## src/rtl/mpu_consts.svh

```systemverilog
////////////////////////////////////////
// Sizes and APB address map of the dispatch block
// Include wherever lane count, memory depth or the map
// layout is needed
////////////////////////////////////////
`ifndef MPU_CONSTS_SVH
`define MPU_CONSTS_SVH

// Processing lanes fed by the dispatcher
`define MPU_LANES 4

// Program memory words
`define MPU_IMEM_DEPTH 256

// Thread map table entries
`define MPU_THREADS 16

// APB byte address width and start of the map table
`define MPU_APB_ADDR_W 12
`define MPU_MAP_BASE 12'h400

`endif

```

## src/rtl/mpu_pkg.sv

```systemverilog
////////////////////////////////////////
// Shared types of the dispatch block
// Referenced by scoped name from every RTL module
////////////////////////////////////////
`default_nettype none

package mpu_pkg;

	// Instruction and stream word
	typedef logic [31:0] instr_t;

	typedef logic [3:0] id_t;          // Thread ID
	typedef logic [7:0] issue_no_t;    // Issue number from the scalar side
	typedef logic [7:0] mpu_address_t; // Program memory word address
	typedef logic [7:0] length_t;      // Instruction count, 1 to 255
	typedef logic [1:0] lane_id_t;     // Lane index

	// Dispatcher FSM
	typedef enum logic [2:0] {
		IDLE,
		GETINFO,
		SEND_THREADID,
		SEND_ISSUENO,
		SEND_ILENGTH,
		SEND_INSTRS,
		WAIT_COMMIT
	} fsm_dispatch_t;

endpackage

`default_nettype wire

```

## src/rtl/dispatch_mpu.sv

```systemverilog
////////////////////////////////////////
// Thread dispatcher
// Takes an issue, looks the thread up, then broadcasts
// ID, issue number, length and the instructions to lanes
////////////////////////////////////////
`timescale 1ns/100ps
`default_nettype none

module dispatch_mpu (
	input wire clock,
	input wire reset,
	// Issue port
	input wire issue_req,
	input wire mpu_pkg::id_t issue_thread_id,
	input wire mpu_pkg::issue_no_t issue_no,
	output logic issue_ready,
	// Map lookup
	output logic lookup_req,
	output mpu_pkg::id_t lookup_id,
	input wire lookup_ack,
	input wire mpu_pkg::mpu_address_t lookup_base,
	input wire mpu_pkg::length_t lookup_length,
	// Instruction load
	output logic ld,
	output mpu_pkg::mpu_address_t ld_address,
	input wire mpu_pkg::instr_t instr_data,
	// Broadcast to lanes
	output logic stream_valid,
	output mpu_pkg::instr_t stream_word,
	input wire commit_idle
);

	mpu_pkg::fsm_dispatch_t state;

	mpu_pkg::id_t thread_id;
	mpu_pkg::issue_no_t thread_issue_no;
	mpu_pkg::length_t thread_length;
	mpu_pkg::length_t remaining; // Loads still to issue
	logic ld_d1;                 // instr_data valid
	logic accept;
	logic sending_header;

	assign accept = issue_req && issue_ready;
	assign issue_ready = state == mpu_pkg::IDLE;
	assign lookup_req = state == mpu_pkg::GETINFO; // Held until ack
	assign lookup_id = thread_id;
	assign ld = state == mpu_pkg::SEND_INSTRS;
	assign sending_header = (state == mpu_pkg::SEND_THREADID) ||
		(state == mpu_pkg::SEND_ISSUENO) || (state == mpu_pkg::SEND_ILENGTH);

	////////////////////////////////////////
	// Thread context and load counters
	////////////////////////////////////////
	always_ff @(posedge clock) begin
		if (accept) begin
			thread_id <= issue_thread_id;
			thread_issue_no <= issue_no;
		end
		if (lookup_ack) begin
			thread_length <= lookup_length;
			remaining <= lookup_length;
			ld_address <= lookup_base;
		end else if (ld) begin
			remaining <= remaining - 1'b1;
			ld_address <= ld_address + 1'b1; // Wraps at top of memory
		end
	end

	////////////////////////////////////////
	// Broadcast stream
	////////////////////////////////////////
	always_ff @(posedge clock) begin
		if (reset) begin
			ld_d1 <= 1'b0;
			stream_valid <= 1'b0;
		end else begin
			ld_d1 <= ld;
			stream_valid <= sending_header || ld_d1;
		end
	end

	always_ff @(posedge clock) begin
		case (state)
			mpu_pkg::SEND_THREADID: stream_word <= {28'h0, thread_id};
			mpu_pkg::SEND_ISSUENO: stream_word <= {24'h0, thread_issue_no};
			mpu_pkg::SEND_ILENGTH: stream_word <= {24'h0, thread_length};
			default: stream_word <= instr_data;
		endcase
	end

	always_ff @(posedge clock) begin
		if (reset) begin
			state <= mpu_pkg::IDLE;
		end else begin
			case (state)
				mpu_pkg::IDLE: if (accept) state <= mpu_pkg::GETINFO;
				mpu_pkg::GETINFO: if (lookup_ack) state <= mpu_pkg::SEND_THREADID;
				mpu_pkg::SEND_THREADID: state <= mpu_pkg::SEND_ISSUENO;
				mpu_pkg::SEND_ISSUENO: state <= mpu_pkg::SEND_ILENGTH;
				mpu_pkg::SEND_ILENGTH: state <= mpu_pkg::SEND_INSTRS;
				mpu_pkg::SEND_INSTRS: begin
					if (remaining == 8'd1) begin // Last load this cycle
						state <= mpu_pkg::WAIT_COMMIT;
					end
				end
				mpu_pkg::WAIT_COMMIT: if (commit_idle) state <= mpu_pkg::IDLE;
				default: state <= mpu_pkg::IDLE;
			endcase
		end
	end

	// A zero length would run the load counter through zero
	ld_remaining_a: assert property (@(posedge clock) disable iff (reset)
		ld |-> remaining != '0)
		else $error("dispatch_mpu: load with no instructions left");

	// Map table acks only the pending lookup
	ack_in_getinfo_a: assert property (@(posedge clock) disable iff (reset)
		lookup_ack |-> state == mpu_pkg::GETINFO)
		else $error("dispatch_mpu: lookup ack outside GETINFO");

endmodule

`default_nettype wire

```

## config.mk

```make
export PLATFORM = sky130hd
export DESIGN_NAME = dispatch_mpu
export DESIGN_NICKNAME = d
export VERILOG_FILES = /design/src/rtl/mpu_consts.svh /design/src/rtl/mpu_pkg.sv /design/src/rtl/dispatch_mpu.sv
export SDC_FILE = /design/constraint.sdc
export NUM_CORES = 1
export LEC_CHECK = 0
export CAP_MARGIN = 20
export CELL_PAD_IN_SITES_DETAIL_PLACEMENT = 1
export CELL_PAD_IN_SITES_GLOBAL_PLACEMENT = 1
export CORE_MARGIN = 2
export CORE_UTILIZATION = 50
export DETAILED_ROUTE_END_ITERATION = 7
export DONT_BUFFER_PORTS = 1
export HOLD_SLACK_MARGIN = 0.08
export PLACE_DENSITY_LB_ADDON = 0.3
export REMOVE_ABC_BUFFERS = 1
export SYNTH_ARGS = -nofsm -noshare
export SYNTH_HDL_FRONTEND = slang
export SYNTH_SLANG_ARGS = --single-unit
```

## constraint.sdc

```tcl
create_clock -name clock -period 4.8 [get_ports clock]
set_input_delay 0 -clock clock [delete_from_list [all_inputs] [get_ports clock]]
set_output_delay 0 -clock clock [all_outputs]
set_load 0.05 [all_outputs]
```

Word level (Yosys, flattened, before mapping)
Cells that the tools add are included.
{"block": "word_totals", "memories": 0, "romBits": 0, "ff_bits": 73, "mem_bits_rw": 0, "out_inout_bits": 48, "latch_bits": 0, "elab_cells": 39}
{"block": "op_classes", "n_shift": 0, "n_lt_le_gt_ge": 0, "n_addsub": 2, "eq_ne": 11, "bitwise": 0, "multipliers": 0, "div": 0, "mux": 10, "reduce_logical": 7}
{"operator": "32-bit case mux with 3 select lines", "n": 1}
{"operator": "8-bit two-way mux", "n": 4}
{"operator": "3-bit case mux with 7 select lines", "n": 1}
{"operator": "3-bit two-way mux", "n": 4}
{"operator": "3-bit equality test (second input constant)", "n": 3}
{"operator": "8-bit by 1-bit adder with 8-bit output (second input constant)", "n": 1}
{"operator": "8-bit by 1-bit equality test with 1-bit output (second input constant)", "n": 1}
{"operator": "8-bit by 1-bit subtractor with 8-bit output (second input constant)", "n": 1}
{"operator": "3-bit by 2-bit equality test with 1-bit output (second input constant)", "n": 2}
{"operator": "2-bit by 1-bit != test with 1-bit output (second input constant)", "n": 3}
{"operator": "4-bit AND reduction", "n": 1}
{"operator": "3-bit by 1-bit equality test with 1-bit output (second input constant)", "n": 1}
{"operator": "3-bit zero test", "n": 1}
{"operator": "1-bit logical OR", "n": 3}
{"operator": "2-bit != test (second input constant)", "n": 1}
{"operator": "2-bit nonzero test", "n": 1}
{"operator": "1-bit logical AND", "n": 1}

Logic depth before layout (Yosys ltp)
Gate-level depths: netlist (run 1).
{"block": "logic_depth", "word_depth": 4, "depth_mapped": 6, "depth_no_buf": 5}

Worst setup path after synthesis (run 1)
No wires, ideal clock.
{"block": "synth_timing", "path_type": "register to register", "startpoint": "register state[0]", "endpoint": "register thread_id[0], in the netlist lookup_id[0] (enable)", "synth_period_minus_slack_ns": 2.274, "path_buffers": 1, "path_slack_ns": 2.526, "arrival_ns": 1.919, "stages_incl_launch_ff": 5, "t_required_ns": 4.445, "path_cell_list": "dfxtp_1 > buf_4 > or2_2 > nor2_1 > and2_1"}
{"block": "synth_between", "elab_chain_len": 2}
{"element": "start: declaration", "line": "dispatch_mpu.sv:33", "rtl": "mpu_pkg::fsm_dispatch_t state;"}
{"element": "start signal: assignment", "line": "dispatch_mpu.sv:93", "rtl": "state <= mpu_pkg::IDLE;"}
{"element": "start signal: assignment", "line": "dispatch_mpu.sv:96", "rtl": "mpu_pkg::IDLE: if (accept) state <= mpu_pkg::GETINFO;"}
{"element": "start signal: assignment", "line": "dispatch_mpu.sv:97", "rtl": "mpu_pkg::GETINFO: if (lookup_ack) state <= mpu_pkg::SEND_THREADID;"}
{"element": "3-bit zero test", "line": "dispatch_mpu.sv:44", "rtl": "assign issue_ready = state == mpu_pkg::IDLE;"}
{"element": "named net issue_ready", "line": "dispatch_mpu.sv:16", "rtl": "output logic issue_ready,"}
{"element": "1-bit logical AND", "line": "dispatch_mpu.sv:43", "rtl": "assign accept = issue_req && issue_ready;"}
{"element": "named net accept", "line": "dispatch_mpu.sv:40", "rtl": "logic accept;"}
{"element": "end signal: assignment", "line": "dispatch_mpu.sv:56", "rtl": "thread_id <= issue_thread_id;"}
{"element": "end: declaration", "line": "dispatch_mpu.sv:35", "rtl": "mpu_pkg::id_t thread_id;"}
The timed path passes the listed nets, and every way through them passes these cells.
A chain may end at the register's enable or synchronous reset.

Worst setup path in the final report (run 1)
{"block": "layout_timing", "startpoint": "register state[1]", "endpoint": "register thread_issue_no[1] (enable)"}
{"block": "layout_between", "elab_chain_len": 2}
{"element": "3-bit zero test", "line": "dispatch_mpu.sv:44"}
{"element": "named net issue_ready", "line": "dispatch_mpu.sv:16"}
{"element": "1-bit logical AND", "line": "dispatch_mpu.sv:43"}
{"element": "named net accept", "line": "dispatch_mpu.sv:40"}
{"element": "end signal: assignment", "line": "dispatch_mpu.sv:57", "rtl": "thread_issue_no <= issue_no;"}
{"element": "end: declaration", "line": "dispatch_mpu.sv:36", "rtl": "mpu_pkg::issue_no_t thread_issue_no;"}
The timed path passes the listed nets, and every way through them passes these cells.

==> results of run 1 <==
[metrics by stage]
step                utilization  area, um2
floorplan                     -       2850
global placement         0.5284       2945
detailed placement       0.5284       2945
CTS                      0.6837       3811
global route             0.6837       3811
finish                   0.6837       3811
[power groups by stage]
stage / clock network, uW / registers [uW] / logic, uW
CTS: 459 / 887 / 166
floorplan: 0 / 888 / 91.4
global placement: 0 / 900 / 107
global route: 495 / 897 / 190
finish: 459 / 889 / 172
detailed placement: 0 / 901 / 113
[worst paths after layout]
check                                     endpoint  depth (start not counted)  slack [ns]  startpoint
worst max-delay path            thread_issue_no[1]                          3        1.98    state[1]
worst min register to register        stream_valid                          2        0.50       ld_d1
worst max register to register  thread_issue_no[1]                          3        1.98    state[1]
worst min-delay path                  lookup_id[3]                          1        0.25   issue_req
[flip-flops by register name, summed over array words and instances, names as in the netlist]
name / cells
stream_word: 32
ld_address: 8
remaining: 8
thread_issue_no: 8
thread_length: 8
lookup_id: 4
state: 3
ld_d1: 1
stream_valid: 1
[cells by family (layout without fill, tap and decap cells)]
logic type	count (synthesis)	count (layout)	share of synthesized area
flops	73	73	0.6206
mux	6	6	0.02515
compound gates	39	39	0.08866
xor+xnor	6	6	0.01790
fa+ha+maj	3	3	0.01279
buf+inv	22	92	0.04049
simple gates	106	106	0.1944
[cells in the final DEF, fill, tap and decap left out, drive strengths merged]
cell type    instances
a221oi               4
and4                 1
nor2b                4
o311ai               1
nand2               29
a31oi                5
o22ai                1
or2                  3
nand3               15
a211o                7
mux2i                5
inv                 14
edfxtp              36
o211ai               4
clkinv               2
mux2                 1
or3                  4
xor2                 2
and2                26
dlygate4sd3         66
dfxtp               37
a21oi                1
nor3b                3
clkbuf               9
a211oi               1
buf                  1
ha                   3
xnor2                4
nand4                1
nor4                 1
nor2                16
o21ai               15
or4                  2
nor3                 1
[what timing repair did]
item	4_1_cts	5_1_grt
gates resized for setup	0	0
hold buffers	67	0
hold endpoints to repair	81	0
[per-layer routing]
| metal | wire length [um] | vias to the layer above | track usage |
|---|---|---|---|
| met5 | 0 | - | 0 |
| met4 | 74 | 0 | 0.09153 |
| met3 | 504 | 6 | 0.07865 |
| met2 | 4113 | 91 | 0.4492 |
| met1 | 3031 | 1082 | 0.2899 |
| li1 | - | 1027 | - |
[cell type report]
type                            count  area, um2
Sequential cell                    73       1822
Fill cell                         559       1763
Multi-Input combinational cell    160      999.7
Timing Repair Buffer               67      680.7
Clock buffer                        9      123.9
Tap cell                           72      90.09
Clock inverter                      7      61.31
Inverter                            9      33.78
==> run summary, run 1 <==
ys async rst share: 0
commonest cells in the netlist: 37 x dfxtp_1, 36 x edfxtp_1, 29 x nand2_1, 25 x and2_1
vias in the first global route: 2345
Switching Fraction: 0.3405
pwr/cell area: 398.7 nW/um2
Period minus WS final: 2.824 ns
number of synthesized flops with an enable pin: 36
crit path max fanout: 22
cts bufs inserted: 9
Die X: 80.62 um
synth top area cells: edfxtp_1 37%, dfxtp_1 25%, and2_1 5.3%
Seq/Total Area, Yosys: 0.6206
Netlist cell types: 42
Top delay family on crit path: simple AND/OR/NAND/NOR gates
Synth area leader: edfxtp_1
Sink Count: 73
CP Buf/Inv Count: 0
worst relative slew slack: 0.3625
synth warn: 0
top-count cell post-synth: dfxtp_1
Worst Path Arrival: 2.80 ns
Die Y: 80.62 um
Crit Path Class: reg -> reg
Yosys top cell area share: 0.3683
1st-iter DRT viols: 85
RSZ-0062 raised after global routing: no
post-synthesis register bit count: 73
Clock Latency Late Sink: 0.34 ns
syn avg cell area: 11.51 um2
share of cells above drive strength 1: 0.08923
Hold Worst Slack: 0.2529 ns
Logic pwr share: 0.113
starting density of the core: 0.5266
Pleak: 0.001465 uW
CTS tree: yes
die area: 6500 um2
Routed Antenna Nets: 0
RePlAce Congestion: 0.7741
max cap viols: 0
Post-Synthesis Cells: 255
setup bufs post-CTS: 0
type of origin of the critical path: flip-flop
cells along the critical path: or2_2 > nor2_1 > and2_1
largest net degree at the start of global routing: 46
maximum buffer depth of the clock tree: 2
Root Buffer Master: clkbuf_8
H-tree Lvls: 3
pre-CTS WS: 2.066 ns
Worst Hold Class: in -> reg
Layout Nets: 388
placed insts: 314
CTS clk-pin slew, worst paths: 0.09 ns
Overflow after GRT: 0
n_diodes: 0
Switch Pwr: 517.5 uW
period utilization: 0.5883
routed len/inst: 19.46 um
initial antenna violation count: 0
Setup-failing EPs final: 0
Via Count: 2206
Seq pwr share: 0.585
io pins: 113
PortBufs: 0
Primary FF master, synth: dfxtp_1
gr usage total: 0.2549
CORE AREA: 5574 um2
PnR worst setup slack: 1.976 ns
worst slew pin tran: 0.9527 ns
crit path capture type: flip-flop
Final Max Tran Viols: 0
synthesized area: 2935 um2
dpl hpwl: 4.297 mm
DR pass1 iterations: 5
final std cells w/o fill: 397
DR vias/cell: 5.557
share of total power in the clock network: 0.302
Worst path max stage delay: 0.74 ns
global-route wire length before repair: 12.11 mm
final hold violations: 0
outcome: completed
fmax: 0.3542 GHz
CP required: 4.78 ns
Internal Power: 1002 uW
num rows: 27
DRC Markers: 0
Fin Setup TNS: 0 ns
peak supply drop: 0.2860 mV
WL final: 7.724 mm
Worst Clk Skew: 0.007844 ns
Power Total: 1520 uW
Syn-to-layout area delta: 29.84%
Worst path slowest cell: nor2_1
Note: power is estimated with default switching activity, not from simulation.
==> inputs of run 2 (changes only) <==
ABC_AREA = 1   (was default)
CORE_UTILIZATION = 45   (was 50)
clock period = 2.83 ns   (was 4.8 ns; I/O delays follow)
==> run summary, run 2 <==
outcome: completed
Syn-to-layout area delta: 31.84%
DRC Markers: 0
Die X: 83.90 um
CP most frequent cell: nand2_1
Hold Worst Slack: 0.1018 ns
share of total power in the clock network: 0.286
initial antenna violation count: 0
Internal Power: 1831 uW
Layout Nets: 429
period utilization: 0.7714
type of origin of the critical path: flip-flop
WL final: 7.837 mm
Crit Path Class: reg -> reg
Via Count: 2221
Sink Count: 73
synth top area cells: edfxtp_1 38%, dfxtp_1 26%, nand2_1 6.0%
RePlAce Congestion: 0.8008
Seq/Total Area, Yosys: 0.6341
n_diodes: 0
Switching Fraction: 0.3695
pwr/cell area: 766.6 nW/um2
fmax: 0.4581 GHz
Netlist cell types: 28
FILL cells: 685
largest net degree at the start of global routing: 32
CTS tree: yes
synth warn: 0
Pleak: 0.001605 uW
top-count cell post-synth: nand2_1
cts bufs inserted: 9
maximum buffer depth of the clock tree: 2
crit path max fanout: 26
Period minus WS final: 2.183 ns
Routed Antenna Nets: 0
RSZ-0062 raised after global routing: no
starting density of the core: 0.4576
routed len/inst: 17.69 um
Resized cells post-CTS: 0
Fin Setup TNS: 0 ns
Root Buffer Master: clkbuf_8
vias in the first global route: 2437
Seq pwr share: 0.580
DR pass1 iterations: 4
Yosys top cell area share: 0.3763
CP Buf/Inv Count: 1
placed insts: 362
Setup-failing EPs final: 0
max reg flops: 32
Worst Hold Class: in -> reg
syn avg cell area: 9.805 um2
peak supply drop: 0.4862 mV
final std cells w/o fill: 443
setup bufs post-CTS: 0
Worst path slowest cell: nor2_1
Final Max Tran Viols: 0
worst relative slew slack: 0.5589
Overflow after GRT: 0
CTS clk-pin slew, worst paths: 0.08 ns
CP required: 3.02 ns
global-route wire length before repair: 12.54 mm
Switch Pwr: 1073 uW
Logic pwr share: 0.133
final hold violations: 0
commonest cells in the netlist: 46 x nand2_1, 44 x nor2_1, 40 x inv_1, 37 x dfxtp_1, 36 x edfxtp_1
number of synthesized flops with an enable pin: 36
most frequent cells in the layout: 64 x dlygate4sd3_1, 46 x nand2_1, 44 x nor2_1
PortBufs: 0
Primary FF master, synth: dfxtp_1
share of cells above drive strength 1: 0.08197
ys async rst share: 0
Die Y: 83.90 um
crit path capture type: flip-flop
commonest non-fill, non-tap cell in the layout: dlygate4sd3_1
1st-iter DRT viols: 100
die area: 7039 um2
Worst Path Arrival: 2.38 ns
worst slew pin tran: 0.6592 ns
post-synthesis register bit count: 73
DR vias/cell: 5.014
Worst path max stage delay: 0.59 ns
CORE AREA: 6277 um2
max cap viols: 0
Largest Register: stream_word
Top delay family on crit path: simple AND/OR/NAND/NOR gates
gr usage total: 0.2331
Worst Clk Skew: 0.008518 ns
dpl hpwl: 4.573 mm
Post-Synthesis Cells: 293
H-tree Lvls: 3
cells along the critical path: nor2_1 > nand2_1 > nand3_4 > inv_2 > nand2_1 > o2111ai_1
num rows: 29
synthesized area: 2873 um2
Synth area leader: edfxtp_1
Clock Latency Late Sink: 0.34 ns
io pins: 113
run 2: path summary, 6_finish.rpt:
check / startpoint / end / slack [ns] / depth (start not counted)
worst max register to register: state[1] / stream_word[1] / 0.65 / 6
worst min-delay path: lookup_ack / ld_address[1] / 0.10 / 3
worst max-delay path: state[1] / stream_word[1] / 0.65 / 6
worst min register to register: ld_d1 / stream_valid / 0.45 / 2
run 2: cells by family after synthesis:
logic type                 share of synthesized area
and+or+nand+nor                               0.2082
DFF                                           0.6341
buffers and inverters                        0.07578
AOI/OAI and AO/OA                            0.05661
xor gates and xnor gates                     0.01220
adders and majority gates                    0.01307
run 2: layout make-up:
| cell class | count | area [um2] | area share |
|---|---|---|---|
| inverters | 44 | 165.2 | 0.04361 |
| flip-flops and latches | 73 | 1822 | 0.4810 |
| well taps | 77 | 96.34 | 0.02544 |
| multi-input cells | 167 | 833.3 | 0.2200 |
| clock inverters | 5 | 33.78 | 0.008920 |
| repair buffers | 66 | 663.1 | 0.1751 |
| clock buffers | 11 | 173.9 | 0.04592 |
run 2: metal layers:
layer / track usage / share of wire / wire length (um)
met1: 0.2601 / 0.39 / 3082
met2: 0.4255 / 0.54 / 4250
met3: 0.06726 / 0.054 / 427
met4: 0.07478 / 0.0097 / 76
met5: 0 / 0 / 0
run 2: per-stage QoR:
stage	utilization	worst slack [ns]	instance area, um2	power [uW]
after global placement	0.4658	0.7173	2924	1979
after floorplan	-	0.9168	2820	1907
after global routing	0.6033	0.4420	3787	3028
final	0.6033	0.6470	3787	2903
after detailed placement	0.4658	0.6305	2924	2001
after CTS	0.6010	0.6241	3772	2897
run 2: what timing repair did:
item | CTS | global route
endpoints found under the setup margin | 0 | 0
endpoints found under the hold margin | 83 | 0
hold buffers | 64 | 0
run 2: worst register-to-register path, cell delays in order (launching register included):
cell and delay, ns:
dfxtp_1 0.49, nor2_1 0.59, nand2_1 0.21, nand3_4 0.33, inv_2 0.15, nand2_1 0.12
o2111ai_1 0.14
run 2: power groups by stage:
stage	registers, uW	logic, uW	clock network, uW
2_1_floorplan	1680	230	0
3_3_place_gp	1700	277	0
3_5_place_dp	1710	294	0
4_1_cts	1680	376	837
5_1_grt	1700	435	891
6_report	1680	387	831
==> inputs of run 3 (changes only) <==
CORE_UTILIZATION = 41   (was 45)
clock period = 1.8 ns   (was 2.83 ns; I/O delays follow)
==> run summary, run 3 (synthesis results as in run 2) <==
outcome: completed
Period minus WS final: 1.577 ns
PortBufs: 0
starting density of the core: 0.4228
cells along the critical path: nand3_1 > inv_1
Area after DPL: 3068 um2
CORE AREA: 6794 um2
Root Buffer Master: clkbuf_8
worst reg2reg endpoint: stream_word[21]
CP required: 1.80 ns
worst relative slew slack: 0.6498
Worst Hold Class: in -> reg
stages on the worst setup path: 2
setup bufs post-CTS: 0
Met2 Wirelength: 4.324 mm
Die X: 87.71 um
vias in the first global route: 2520
final std cells w/o fill: 477
pwr/cell area: 1163 nW/um2
H-tree Lvls: 3
gr usage total: 0.2154
RePlAce Congestion: 0.7877
Met1 Wirelength: 2.958 mm
flop2flop setup slack: 0.23 ns
crit path capture type: output port
Hold Path Sink: ld_address[1]
Top delay family on crit path: flip-flops
global-route wire length before repair: 12.45 mm
maximum buffer depth of the clock tree: 2
DR pass1 iterations: 5
fmax: 0.6342 GHz
top sig layer: met4
DR vias/cell: 4.927
Routed Antenna Nets: 0
worst slew pin tran: 0.5246 ns
period utilization: 0.8760
cell area after layout: 3913 um2
routed len/inst: 16.78 um
Clock Latency Late Sink: 0.35 ns
max cap viols: 0
Pleak: 0.001678 uW
R2R Path Start: state[0]
Overflow after GRT: 0
largest net degree at the start of global routing: 32
RSZ-0062 raised after global routing: no
WL final: 8.003 mm
Worst Path Arrival: 1.58 ns
Sink Count: 73
reg2reg path depth: 5
hold wc startpoint: lookup_ack
dpl hpwl: 4.801 mm
share of cells above drive strength 1: 0.1207
commonest non-fill, non-tap cell in the layout: dlygate4sd3_1
Layout Nets: 444
Setup-failing EPs final: 0
Worst path max stage delay: 0.63 ns
CTS tree: yes
Syn-to-layout area delta: 36.19%
CTS clk-pin slew, worst paths: 0.08 ns
crit path max fanout: 13
Largest Register: stream_word
Final Max Tran Viols: 0
num rows: 30
max reg flops: 32
Via Count: 2350
DRC Markers: 0
Worst Clk Skew: 0.01329 ns
Worst path slowest cell: dfxtp_1
final core utilization: 0.5759
die area: 7692 um2
depth of the worst hold-timing path: 3
metal3 WL: 495 um
Die Y: 87.71 um
Crit Path Class: reg -> out
type of origin of the critical path: flip-flop
Power Total: 4548 uW
initial antenna violation count: 0
final hold violations: 0
CP Buf/Inv Count: 1
peak supply drop: 0.4368 mV
cts bufs inserted: 9
Fin Setup TNS: 0 ns
n_diodes: 0
1st-iter DRT viols: 79
io pins: 113
placed insts: 397
most frequent cells in the layout: 63 x dlygate4sd3_1, 46 x nand2_1, 44 x nor2_1
## run 3: cell types whose count changed in the layout (fill, tap and decap cells not counted), sizes merged
cell / before / now
clkinv: 5 / 4
buf: 2 / 18
inv: 44 / 46
clkbuf: 11 / 10
dlygate4sd3: 64 / 63
## run 3: area by class of cell
cell class | count | area [um2]
inverter | 44 | 165.2
tap | 96 | 120.1
clock inverter | 6 | 37.54
clock buffer | 10 | 148.9
timing repair buffer | 81 | 785.8
multi-input combinational | 167 | 833.3
sequential | 73 | 1822
fill | 751 | 2882
## run 3: worst register-to-register path: cells and delay by family, from the launching register on
family                 cells  cell delay (ns)
AND/OR/NAND/NOR            4             0.73
flip-flops                 1             0.46
buffers and inverters      1             0.25
## run 3: routing by layer
layer | vias to the layer above | global-route usage
met5 | - | 0
met4 | 0 | 0.09790
met3 | 19 | 0.06032
met2 | 85 | 0.3898
met1 | 1125 | 0.2323
li1 | 1121 | -
## run 3: repair_timing
action | CTS | global route
hold buffers | 63 | 0
gates resized for setup | 0 | 0
endpoints found under the hold margin | 81 | 0
## run 3: worst max-delay path by stage
stage / endpoint / startpoint
2_1_floorplan: lookup_id[0] / state[1]
3_3_place_gp: stream_word[13] / state[0]
3_5_place_dp: stream_word[19] / state[0]
4_1_cts: lookup_req / state[0]
5_1_grt: stream_word[23] / state[0]
6_report: lookup_req / state[0]
## run 3: report_power, final
part	internal (uW)	switching, uW
registers	1980	603
logic	280	451
clock network	585	648
total	2850	1700
## run 3: metrics by stage
step / worst slack, ns / hold WS, ns
global route: 0.1036 / 0.1480
floorplan: -0.1132 / 0.06907
detailed placement: 0.2585 / 0.07352
finish: 0.2232 / 0.1120
global placement: 0.3185 / 0.07163
CTS: 0.1916 / 0.09812
